$ cat src/source/scr_cfg.svh
// screen controller config, active area, button regions, marker square and frame width
`ifndef SCR_CFG_SVH
`define SCR_CFG_SVH

// pixel counter width, covers 1024x768 plus blanking
`define SCR_CNT_W 11

// active area
`define SCR_H_ACT 1024
`define SCR_V_ACT 768

// all three menu buttons share one column, bounds inclusive
`define BTN_X_MIN 362
`define BTN_X_MAX 674

`define DIFF_Y_MIN 238   // difficulty toggle
`define DIFF_Y_MAX 338
`define THEME_Y_MIN 430  // theme step
`define THEME_Y_MAX 530
`define CRED_Y_MIN 622   // go to credits
`define CRED_Y_MAX 722

// difficulty marker, left of the difficulty button
`define MARK_X_MIN 300
`define MARK_X_MAX 340
`define MARK_Y_MIN 268
`define MARK_Y_MAX 308

// credits border thickness in pixels
`define FRAME_W 8

`endif

$ cat src/source/scr_pkg.sv
// screen controller types for colour, active screen and theme index
`default_nettype none

package scr_pkg;

    // 4 bits per channel, red in the top nibble
    typedef struct packed {
        logic [3:0] r;
        logic [3:0] g;
        logic [3:0] b;
    } rgb_t;

    // which renderer drives the output
    typedef enum logic {
        SCR_MENU    = 1'b0,
        SCR_CREDITS = 1'b1
    } screen_e;

    // palette index, only 0..6 used
    typedef logic [2:0] theme_t;

endpackage

`default_nettype wire

$ cat src/source/menu_render.sv
// menu renderer, draws three buttons and the difficulty marker over the theme background
`timescale 1ns/1ps
`default_nettype none
`include "scr_cfg.svh"

module menu_render (
    input  wire                  clk,
    input  wire                  rst,
    input  wire [`SCR_CNT_W-1:0] hcount,
    input  wire [`SCR_CNT_W-1:0] vcount,
    input  wire                  hsync,
    input  wire                  vsync,
    input  wire                  hblnk,
    input  wire                  vblnk,
    input  wire                  difficulty,  // 1 lights the marker
    input  wire scr_pkg::rgb_t   color1,      // background
    input  wire scr_pkg::rgb_t   color2,      // buttons and lit marker
    output scr_pkg::rgb_t        rgb,
    output logic                 hsync_out,
    output logic                 vsync_out
);

    logic          in_col;    // shared button column
    logic          in_diff;
    logic          in_theme;
    logic          in_cred;
    logic          in_mark;
    scr_pkg::rgb_t rgb_nxt;

    assign in_col = (hcount >= `BTN_X_MIN) && (hcount <= `BTN_X_MAX);

    assign in_diff  = in_col && (vcount >= `DIFF_Y_MIN) && (vcount <= `DIFF_Y_MAX);
    assign in_theme = in_col && (vcount >= `THEME_Y_MIN) && (vcount <= `THEME_Y_MAX);
    assign in_cred  = in_col && (vcount >= `CRED_Y_MIN) && (vcount <= `CRED_Y_MAX);

    // marker square sits left of the button column, no overlap
    assign in_mark = (hcount >= `MARK_X_MIN) && (hcount <= `MARK_X_MAX) &&
                     (vcount >= `MARK_Y_MIN) && (vcount <= `MARK_Y_MAX);

    // pixel colour, blanking wins
    always_comb begin
        if (hblnk || vblnk) begin
            rgb_nxt = '0;                   // black outside active area
        end else if (in_diff || in_theme || in_cred) begin
            rgb_nxt = color2;
        end else if (in_mark && difficulty) begin
            rgb_nxt = color2;               // hard mode
        end else begin
            rgb_nxt = color1;               // background, unlit marker too
        end
    end

    // one stage, syncs travel with the pixel
    always_ff @(posedge clk) begin
        if (rst) begin
            rgb       <= '0;
            hsync_out <= 1'b0;
            vsync_out <= 1'b0;
        end else begin
            rgb       <= rgb_nxt;
            hsync_out <= hsync;
            vsync_out <= vsync;
        end
    end

    // blanked input pixel must come out black on the next cycle
    a_blank_black : assert property (
        @(posedge clk) disable iff (rst)
        (hblnk || vblnk) |=> (rgb == '0)
    ) else $error("menu_render: non-zero rgb after blanking");

endmodule

`default_nettype wire

$ cat src/source/cred_render.sv
// credits renderer, draws a bordered panel across the active area
`timescale 1ns/1ps
`default_nettype none
`include "scr_cfg.svh"

module cred_render (
    input  wire                  clk,
    input  wire                  rst,
    input  wire [`SCR_CNT_W-1:0] hcount,
    input  wire [`SCR_CNT_W-1:0] vcount,
    input  wire                  hsync,
    input  wire                  vsync,
    input  wire                  hblnk,
    input  wire                  vblnk,
    input  wire scr_pkg::rgb_t   color1,   // panel interior
    input  wire scr_pkg::rgb_t   color2,   // frame
    output scr_pkg::rgb_t        rgb,
    output logic                 hsync_out,
    output logic                 vsync_out
);

    logic          on_frame;
    scr_pkg::rgb_t rgb_nxt;

    // FRAME_W pixels in from each edge of the active area
    assign on_frame = (hcount < `FRAME_W) ||
                      (hcount >= `SCR_H_ACT - `FRAME_W) ||
                      (vcount < `FRAME_W) ||
                      (vcount >= `SCR_V_ACT - `FRAME_W);

    always_comb begin
        if (hblnk || vblnk) begin
            rgb_nxt = '0;
        end else if (on_frame) begin
            rgb_nxt = color2;
        end else begin
            rgb_nxt = color1;
        end
    end

    always_ff @(posedge clk) begin
        if (rst) begin
            rgb       <= '0;
            hsync_out <= 1'b0;
            vsync_out <= 1'b0;
        end else begin
            rgb       <= rgb_nxt;
            hsync_out <= hsync;   // same delay as rgb
            vsync_out <= vsync;
        end
    end

    // blanked pixels stay black through the stage
    a_blank_black : assert property (
        @(posedge clk) disable iff (rst)
        (hblnk || vblnk) |=> (rgb == '0)
    ) else $error("cred_render: non-zero rgb after blanking");

endmodule

`default_nettype wire

$ cat src/source/screen_ctl.sv
// screen controller top, menu/credits FSM with difficulty, theme palette and output register
`timescale 1ns/1ps
`default_nettype none
`include "scr_cfg.svh"

module screen_ctl (
    input  wire                  clk,
    input  wire                  rst,
    input  wire [`SCR_CNT_W-1:0] hcount,
    input  wire [`SCR_CNT_W-1:0] vcount,
    input  wire                  hsync,
    input  wire                  vsync,
    input  wire                  hblnk,
    input  wire                  vblnk,
    input  wire [11:0]           xpos,        // mouse pointer
    input  wire [11:0]           ypos,
    input  wire                  mouse_left,  // level, high = click this cycle
    input  wire                  button,      // back to menu
    output scr_pkg::rgb_t        rgb_out,
    output logic                 hsync_out,
    output logic                 vsync_out
);

    localparam scr_pkg::theme_t THEME_LAST = 3'd6;

    scr_pkg::screen_e state;
    scr_pkg::screen_e state_nxt;
    logic             difficulty;
    logic             difficulty_nxt;
    scr_pkg::theme_t  theme;
    scr_pkg::theme_t  theme_nxt;

    scr_pkg::rgb_t    color1;
    scr_pkg::rgb_t    color2;

    scr_pkg::rgb_t    rgb_menu;
    scr_pkg::rgb_t    rgb_cred;
    logic             hsync_menu;
    logic             vsync_menu;
    logic             hsync_cred;
    logic             vsync_cred;

    scr_pkg::rgb_t    rgb_sel;
    logic             hsync_sel;
    logic             vsync_sel;

    logic             in_col;
    logic             click_diff;
    logic             click_theme;
    logic             click_cred;

    // pointer hit tests, gated by the click
    assign in_col = (xpos >= `BTN_X_MIN) && (xpos <= `BTN_X_MAX);

    assign click_diff  = mouse_left && in_col &&
                         (ypos >= `DIFF_Y_MIN) && (ypos <= `DIFF_Y_MAX);
    assign click_theme = mouse_left && in_col &&
                         (ypos >= `THEME_Y_MIN) && (ypos <= `THEME_Y_MAX);
    assign click_cred  = mouse_left && in_col &&
                         (ypos >= `CRED_Y_MIN) && (ypos <= `CRED_Y_MAX);

    // next state, difficulty and theme
    always_comb begin
        state_nxt      = state;
        difficulty_nxt = difficulty;
        theme_nxt      = theme;
        case (state)
            scr_pkg::SCR_MENU: begin
                if (click_cred) begin
                    state_nxt = scr_pkg::SCR_CREDITS;
                end
                if (click_diff) begin
                    difficulty_nxt = !difficulty;
                end
                if (click_theme) begin
                    theme_nxt = (theme == THEME_LAST) ? '0 : theme + 3'd1;  // wrap 6 -> 0
                end
            end
            scr_pkg::SCR_CREDITS: begin
                if (button) begin
                    state_nxt = scr_pkg::SCR_MENU;   // clicks ignored here
                end
            end
            default: state_nxt = scr_pkg::SCR_MENU;
        endcase
    end

    // palette, dark background with a light accent
    always_comb begin
        case (theme)
            3'd0: begin color1 = 12'h000; color2 = 12'hFFF; end
            3'd1: begin color1 = 12'h099; color2 = 12'hF66; end
            3'd2: begin color1 = 12'h909; color2 = 12'h6F6; end
            3'd3: begin color1 = 12'h990; color2 = 12'h66F; end
            3'd4: begin color1 = 12'h009; color2 = 12'hFF6; end
            3'd5: begin color1 = 12'h900; color2 = 12'h6FF; end
            3'd6: begin color1 = 12'h090; color2 = 12'hF6F; end
            default: begin
                color1 = 12'h000;
                color2 = 12'hFFF;
            end
        endcase
    end

    menu_render menu0 (
        .clk        (clk),
        .rst        (rst),
        .hcount     (hcount),
        .vcount     (vcount),
        .hsync      (hsync),
        .vsync      (vsync),
        .hblnk      (hblnk),
        .vblnk      (vblnk),
        .difficulty (difficulty),
        .color1     (color1),
        .color2     (color2),
        .rgb        (rgb_menu),
        .hsync_out  (hsync_menu),
        .vsync_out  (vsync_menu)
    );

    cred_render cred0 (
        .clk        (clk),
        .rst        (rst),
        .hcount     (hcount),
        .vcount     (vcount),
        .hsync      (hsync),
        .vsync      (vsync),
        .hblnk      (hblnk),
        .vblnk      (vblnk),
        .color1     (color1),
        .color2     (color2),
        .rgb        (rgb_cred),
        .hsync_out  (hsync_cred),
        .vsync_out  (vsync_cred)
    );

    // select on registered state, one cycle after the switch
    always_comb begin
        if (state == scr_pkg::SCR_CREDITS) begin
            rgb_sel   = rgb_cred;
            hsync_sel = hsync_cred;
            vsync_sel = vsync_cred;
        end else begin
            rgb_sel   = rgb_menu;
            hsync_sel = hsync_menu;
            vsync_sel = vsync_menu;
        end
    end

    always_ff @(posedge clk) begin
        if (rst) begin
            state      <= scr_pkg::SCR_MENU;
            difficulty <= 1'b0;
            theme      <= '0;
            rgb_out    <= '0;
            hsync_out  <= 1'b0;
            vsync_out  <= 1'b0;
        end else begin
            state      <= state_nxt;
            difficulty <= difficulty_nxt;
            theme      <= theme_nxt;
            rgb_out    <= rgb_sel;     // second pipeline stage
            hsync_out  <= hsync_sel;
            vsync_out  <= vsync_sel;
        end
    end

    // palette has seven entries only
    a_theme_range : assert property (
        @(posedge clk) disable iff (rst)
        theme <= THEME_LAST
    ) else $error("screen_ctl: theme index out of range");

    // settings frozen while credits are shown
    a_cred_frozen : assert property (
        @(posedge clk) disable iff (rst)
        (state == scr_pkg::SCR_CREDITS) |=> ($stable(difficulty) && $stable(theme))
    ) else $error("screen_ctl: settings changed on credits screen");

endmodule

`default_nettype wire

$ cat config.mk
export PLATFORM = sky130hd
export DESIGN_NAME = screen_ctl
export DESIGN_NICKNAME = d
export VERILOG_FILES = /design/src/source/scr_pkg.sv /design/src/source/menu_render.sv /design/src/source/cred_render.sv /design/src/source/screen_ctl.sv
export VERILOG_INCLUDE_DIRS = /design/src /design/src/source
export SDC_FILE = /design/constraint.sdc
export NUM_CORES = 1
export LEC_CHECK = 0
export ABC_AREA = 1
export ABC_CLOCK_PERIOD_IN_PS = 1630
export CORE_ASPECT_RATIO = 1.4
export CORE_MARGIN = 2
export CORE_UTILIZATION = 64
export CTS_CLUSTER_DIAMETER = 200
export DETAILED_ROUTE_END_ITERATION = 16
export DONT_BUFFER_PORTS = 1
export GPL_ROUTABILITY_DRIVEN = 1
export GPL_TIMING_DRIVEN = 1
export HOLD_SLACK_MARGIN = 0.06
export PLACE_DENSITY_LB_ADDON = 0.25
export SLEW_MARGIN = 10
export SYNTH_ARGS = -nofsm -noshare
export SYNTH_HDL_FRONTEND = slang
export SYNTH_SLANG_ARGS = --single-unit
$ cat constraint.sdc
create_clock -name clk -period 1.63 [get_ports clk]
set_input_delay 0.326 -clock clk [delete_from_list [all_inputs] [get_ports clk]]
set_output_delay 0.326 -clock clk [all_outputs]
set_load 0.005 [all_outputs]
### Word level (Yosys, flattened, before mapping)

Cells that the tools add are included.

| operators by class | value |
|---|---|
| reductions and logical operators | 29 |
| bitwise logic cells | 1 |
| add/subtract/negate cells | 1 |
| equal/unequal tests | 6 |
| mux-type cells | 10 |
| order comparisons | 24 |

Operators with widths:

| kind | count |
|---|---|
| 12-bit case mux with 6 select lines | 2 |
| 12-bit 2-to-1 mux | 4 |
| 11-bit by 9-bit >= comparator with 1-bit output (second input constant) | 4 |
| 12-bit by 10-bit <= comparator with 1-bit output (second input constant) | 3 |
| 11-bit by 10-bit >= comparator with 1-bit output (second input constant) | 3 |
| 11-bit by 10-bit <= comparator with 1-bit output (second input constant) | 3 |
| 11-bit by 9-bit <= comparator with 1-bit output (second input constant) | 3 |
| 12-bit by 9-bit >= comparator with 1-bit output (second input constant) | 2 |
| 11-bit by 4-bit less-than comparator with 1-bit output (second input constant) | 2 |
| 1-bit logical AND | 19 |
| 12-bit by 10-bit >= comparator with 1-bit output (second input constant) | 1 |
| 12-bit by 8-bit >= comparator with 1-bit output (second input constant) | 1 |
| 12-bit by 9-bit <= comparator with 1-bit output (second input constant) | 1 |
| 11-bit by 8-bit >= comparator with 1-bit output (second input constant) | 1 |
| 3-bit equality test (second input constant) | 3 |
| 3-bit by 2-bit equality test with 1-bit output (second input constant) | 2 |
| 1-bit logical OR | 6 |
| 2-bit AND reduction | 2 |
| 3-bit by 1-bit adder with 3-bit output (second input constant) | 1 |
| 3-bit by 1-bit equality test with 1-bit output (second input constant) | 1 |
| 3-bit 2-to-1 mux | 1 |
| 1-bit 2-to-1 mux | 2 |
| 1-bit case mux with 2 select lines | 1 |
| 2-bit OR reduction | 1 |
| 2 further kinds | 2 |

| storage, ports and cells | value |
|---|---|
| input port bits | 54 |
| register bits after elaboration | 45 |
| logic and storage cells | 87 |
| output and inout bits | 14 |

### Longest topological paths before layout

| depth | value |
|---|---|
| depth after elaboration | 7 |
| gate-level depth with buffers | 13 |
| mapped depth without buffers | 13 |

### By module

Synthesis repeated with hierarchy kept, for this count alone.

| second synthesis, totals | value |
|---|---|
| cell total of the unflattened synthesis | 562 |
| area total of the unflattened synthesis | 3379.5 um^2 |

By module, submodules not included:

| module | area an instance (um^2) | times used | seq. area each (um^2) | cells an instance |
|---|---|---|---|---|
| screen_ctl | 1346.3 | 1 | 380.4 | 227 |
| menu_render | 1237.4 | 1 | 280.3 | 200 |
| cred_render | 795.8 | 1 | 280.3 | 135 |

### Worst setup path before layout

OpenSTA, ideal clock, no wires.

| timing | value |
|---|---|
| kind | input to register |
| start point | input port vcount[9] |
| end point | register menu0.rgb[8] (netlist bit) |
| setup slack | 0.269 ns |
| setup time | 0.115 ns |
| arrival time | 1.246 ns |
| path buffers | 1 |
| stages on the path | 13 |
| cell sequence | buf_6 nor2_4 nand2_2 nor2_2 nand2_1 nand2_1 nand2_1 nand2_1 nand3_2 nand2_4 nand3_1 nand2_1 nor2_1 |

| on the way | value |
|---|---|
| cells in the longest elaborated chain, start to end | 6 |
| elaborated cells on any way between the ends | 21 |

Ends and longest elaborated chain:

| element | RTL line | text |
|---|---|---|
| start: declaration | screen_ctl.sv:10 | `` input wire [`SCR_CNT_W-1:0] vcount, `` |
| 11-bit by 9-bit >= comparator with 1-bit output (no line) or 11-bit by 8-bit >= comparator with 1-bit output (tied branches) | -- |  |
| 1-bit logical AND (on tied branches) (2 in series) | menu_render.sv:37, menu_render.sv:32, menu_render.sv:33 |  |
| 1-bit logical AND or 1-bit logical OR (tied branches) | menu_render.sv:46, menu_render.sv:44 |  |
| 12-bit 2-to-1 mux or 1-bit logical OR (tied branches) | menu_render.sv:46, menu_render.sv:44 |  |
| 12-bit 2-to-1 mux (*) | menu_render.sv:44 | `end else if (in_diff \|\| in_theme \|\| in_cred) begin` |
| end signal: assignment | menu_render.sv:60 | `rgb <= rgb_nxt;` |
| end: declaration | menu_render.sv:18 | `output scr_pkg::rgb_t rgb,` |

Every way passes the cells marked *; elsewhere a longest branch is shown, timed or not.
A chain may end at the register's enable or synchronous reset.

### Worst setup path in the final report

| timing | value |
|---|---|
| start point | register theme[2] |
| end point | register cred0.rgb[8] (netlist bit) |

| on the way | value |
|---|---|
| cells in the longest elaborated chain, start to end | 3 |
| elaborated cells on any way between the ends | 9 |

Ends and longest elaborated chain:

| element | RTL line | text |
|---|---|---|
| start: declaration | screen_ctl.sv:30 | `scr_pkg::theme_t theme;` |
| start signal: assignment | screen_ctl.sv:162 | `theme <= theme_nxt;` |
| start signal: assignment | screen_ctl.sv:172 | `theme <= THEME_LAST` |
| 3-bit equality test (tied with other cells) | screen_ctl.sv:90 | `case (theme)` |
| 12-bit case mux with 6 select lines | screen_ctl.sv:90 |  |
| 12-bit 2-to-1 mux (*) | cred_render.sv:34 | `end else if (on_frame) begin` |
| end signal: assignment | cred_render.sv:47 | `rgb <= rgb_nxt;` |
| end: declaration | cred_render.sv:17 | `output scr_pkg::rgb_t rgb,` |

Marks and branches as above.

==> results.json <==
{
  "die_area_um2": 3480,
  "period_needed_ns": 1.53,
  "drt_iter0_markers": 65,
  "clock.fmax_mhz": 654,
  "yosysSeqAreaShare_pct": 21.8,
  "cts_made_buffers": 3,
  "worst_pin_slew_ns": 0.293,
  "path_cells": "inv_1 -> ha_1 -> nand3b_1 -> nor2_1 -> inv_1 -> nand2_1 -> nor2_1 -> a21oi_1 -> nor2_1",
  "final_nets": 401,
  "rsz0062_at_grt": "no",
  "drc": 0,
  "fin_crit_sh_pct": 93.9,
  "min_path_type": "in2reg",
  "power_leakage_uw": 0.00101,
  "wl_per_cell_um": 10.8,
  "vias": 2028,
  "cts_hold_buf": 0,
  "cts_tree": "done",
  "grt_max_degree": 12,
  "rows": 23,
  "synth_cell_type_count": 31,
  "syn_area_per_cell_um2": 5.54,
  "postRouteWirelength_mm": 4.13,
  "grt.overflow.total": 0,
  "cts.path.max_buffers": 2,
  "drive_gt1_share_pct": 6.67,
  "root_buffer": "clkbuf_8",
  "worstHoldPathCells": 1,
  "hpwl_mm": 3.42,
  "setup_violations": 0,
  "synth-seq-cells": 21,
  "finalHoldViolCount": 0,
  "finalMaxSlewViolations": 0,
  "worstPathArrival_ns": 1.68,
  "ios": 68,
  "slew_headroom_pct": 80.4,
  "setup.worst_path.end_class": "flop",
  "core_area_um2": 2880,
  "p_per_area_nw_per_um2": 543,
  "startpoint_type": "flop",
  "routabilityCongestion": 0.907,
  "clkSinkCount": 21,
  "crit_top_cell": "nor2_1",
  "antenna_found_initial": 0,
  "netlist_area_um2": 1930,
  "worstSetupPathType": "reg2reg",
  "clock_latency_ns": 0.26,
  "synthCells": 349,
  "vias_per_cell": 5.31,
  "grt_pass1_wl_mm": 7.23,
  "fp.dieH_um": 69.0,
  "ir_worst_vdd_v": 0.000397,
  "initial_core_util_pct": 67.1,
  "grt_pass1_vias": 1868,
  "maxCapViolCount": 0,
  "cp_slowest_cell": "dfxtp_1",
  "r2r_cells": 9,
  "io_buffers": 0,
  "antennaDiodeCount": 0,
  "track_usage_pct": 25.4,
  "status": "finished clean",
  "hold_slack_ns": 0.126,
  "htree_levels": 1,
  "tns_ns": 0,
  "die_w_um": 50.4,
  "first_pass_iters": 4,
  "ant_nets": 0,
  "area_growth_pct": 1.55,
  "worst-endpoint-required_ns": 1.78,
  "r2r_setup_slack_ns": 0.10,
  "ys_warn_count": 0,
  "cpPeakStageDelay_ns": 0.35,
  "crit_fanout": 6,
  "fillers": 298,
  "cts.clk_slew.worst_paths_ns": 0.07,
  "skew_ns": 0.00260,
  "synth_nets": 404
}
-- layout by cell type (no fill, tap or decap), types with 2 or more instances in the layout --
cell type / instances
dfxtp_2: 2
nor4_1: 2
clkbuf_8: 3
o21ai_1: 4
nor3_1: 13
nor2_4: 2
o21ai_0: 11
a21oi_1: 17
nand3b_1: 4
nor2_1: 61
nand4_1: 7
nand2_2: 3
dfxtp_1: 19
nor2_2: 3
nand3_1: 25
inv_2: 3
o21bai_1: 2
inv_1: 56
nand2_1: 94
-- timing repair --
| item | in CTS | in global routing |
|---|---|---|
| buffers inserted | 0 | 0 |
| resized for setup | 0 | 2 |
| setup endpoints to repair | 0 | 4 |
-- cells by family after synthesis --
family / synth area share, %
AO/OA/AOI/OAI: 11.5
buffers and inverters: 15.2
adder cells (fa/ha/maj): 0.648
flip-flops: 21.8
AND/OR/NAND/NOR: 51.0
-- path summary, 6_finish.rpt --
path	start	endpoint
min	rst	menu0.hsync_out
min reg2reg	menu0.vsync_out	vsync_out
max	theme[2]	cred0.rgb[8]
max reg2reg	theme[2]	cred0.rgb[8]
-- sequential cells by signal, summed over array words and instances, names as in the netlist --
signal / count
cred0.rgb: 4
menu0.rgb: 4
rgb_out: 4
theme: 3
difficulty: 1
hsync_out: 1
menu0.hsync_out: 1
menu0.vsync_out: 1
state: 1
vsync_out: 1
-- metrics by stage --
stage	instances	power, uW	util (%)	setup WS, ns	cell area [um2]
after global routing	382	1130	68.2	0.00956	1960
after detailed placement	378	743	66.5	0.144	1910
final	382	1070	68.2	0.100	1960
after global placement	378	739	66.5	0.102	1910
after CTS	382	1060	68.1	0.126	1960
after floorplan	349	718	-	0.269	1930
-- cell usage after synthesis --
cell | count | area (um2)
nand4_1 | 7 | 43.8
nor4_1 | 2 | 12.5
nor3b_1 | 1 | 7.51
inv_2 | 3 | 11.3
nor2_2 | 3 | 18.8
a21oi_1 | 17 | 85.1
inv_1 | 56 | 210
or3_1 | 1 | 6.26
nor3_2 | 1 | 10.0
o21ai_1 | 4 | 20.0
nand2_4 | 1 | 11.3
nand4_4 | 1 | 21.3
nand3_2 | 1 | 10.0
o21ai_2 | 1 | 8.76
o21ai_0 | 11 | 55.1
nand3b_1 | 4 | 30.0
o211ai_1 | 1 | 7.51
nand2_1 | 94 | 353
nand2_2 | 3 | 18.8
nor3_1 | 13 | 65.1
a21oi_4 | 1 | 16.3
ha_1 | 1 | 12.5
nor2_1 | 61 | 229
nor2_4 | 2 | 22.5
o21bai_1 | 2 | 15.0
o31ai_1 | 1 | 7.51
buf_4 | 8 | 60.1
dfxtp_1 | 21 | 420
nand3_1 | 25 | 125
buf_6 | 1 | 11.3
a31oi_1 | 1 | 6.26
-- where the power goes --
| group | internal [uW] | leakage (uW) | switching, uW |
|---|---|---|---|
| logic | 75.7 | 0.000820 | 127 |
| registers | 525 | 0.000172 | 5.22 |
| clock network | 174 | 0.0000228 | 159 |
| total | 774 | 0.00101 | 291 |
-- worst max-delay path: cells and delay by family (launching register included) --
kind                       cells  cell delay, ns
and+or+nand+nor                5            0.52
DFF                            1            0.35
adders and majority gates      1            0.21
buffers and inverters          2            0.21
AOI/OAI and AO/OA              1            0.13
-- layout make-up --
| cell class | instances | area [um2] | share of cell area, % |
|---|---|---|---|
| well taps | 37 | 46.3 | 2.36 |
| clock buffers | 4 | 45.0 | 2.30 |
| flip-flops and latches | 21 | 423 | 21.6 |
| multi-input cells | 260 | 1220 | 62.1 |
| repair buffers | 1 | 7.51 | 0.383 |
| inverters | 59 | 221 | 11.3 |
-- routing by layer --
metal / vias up / global-route usage (%) / wire length, um
met5: - / 0 / 0
met4: 0 / 7.51 / 71
met3: 11 / 3.46 / 161
met2: 53 / 49.3 / 2260
met1: 877 / 27.1 / 1630
li1: 1087 / - / -
No activity file was read; power rests on OpenSTA's default activity.
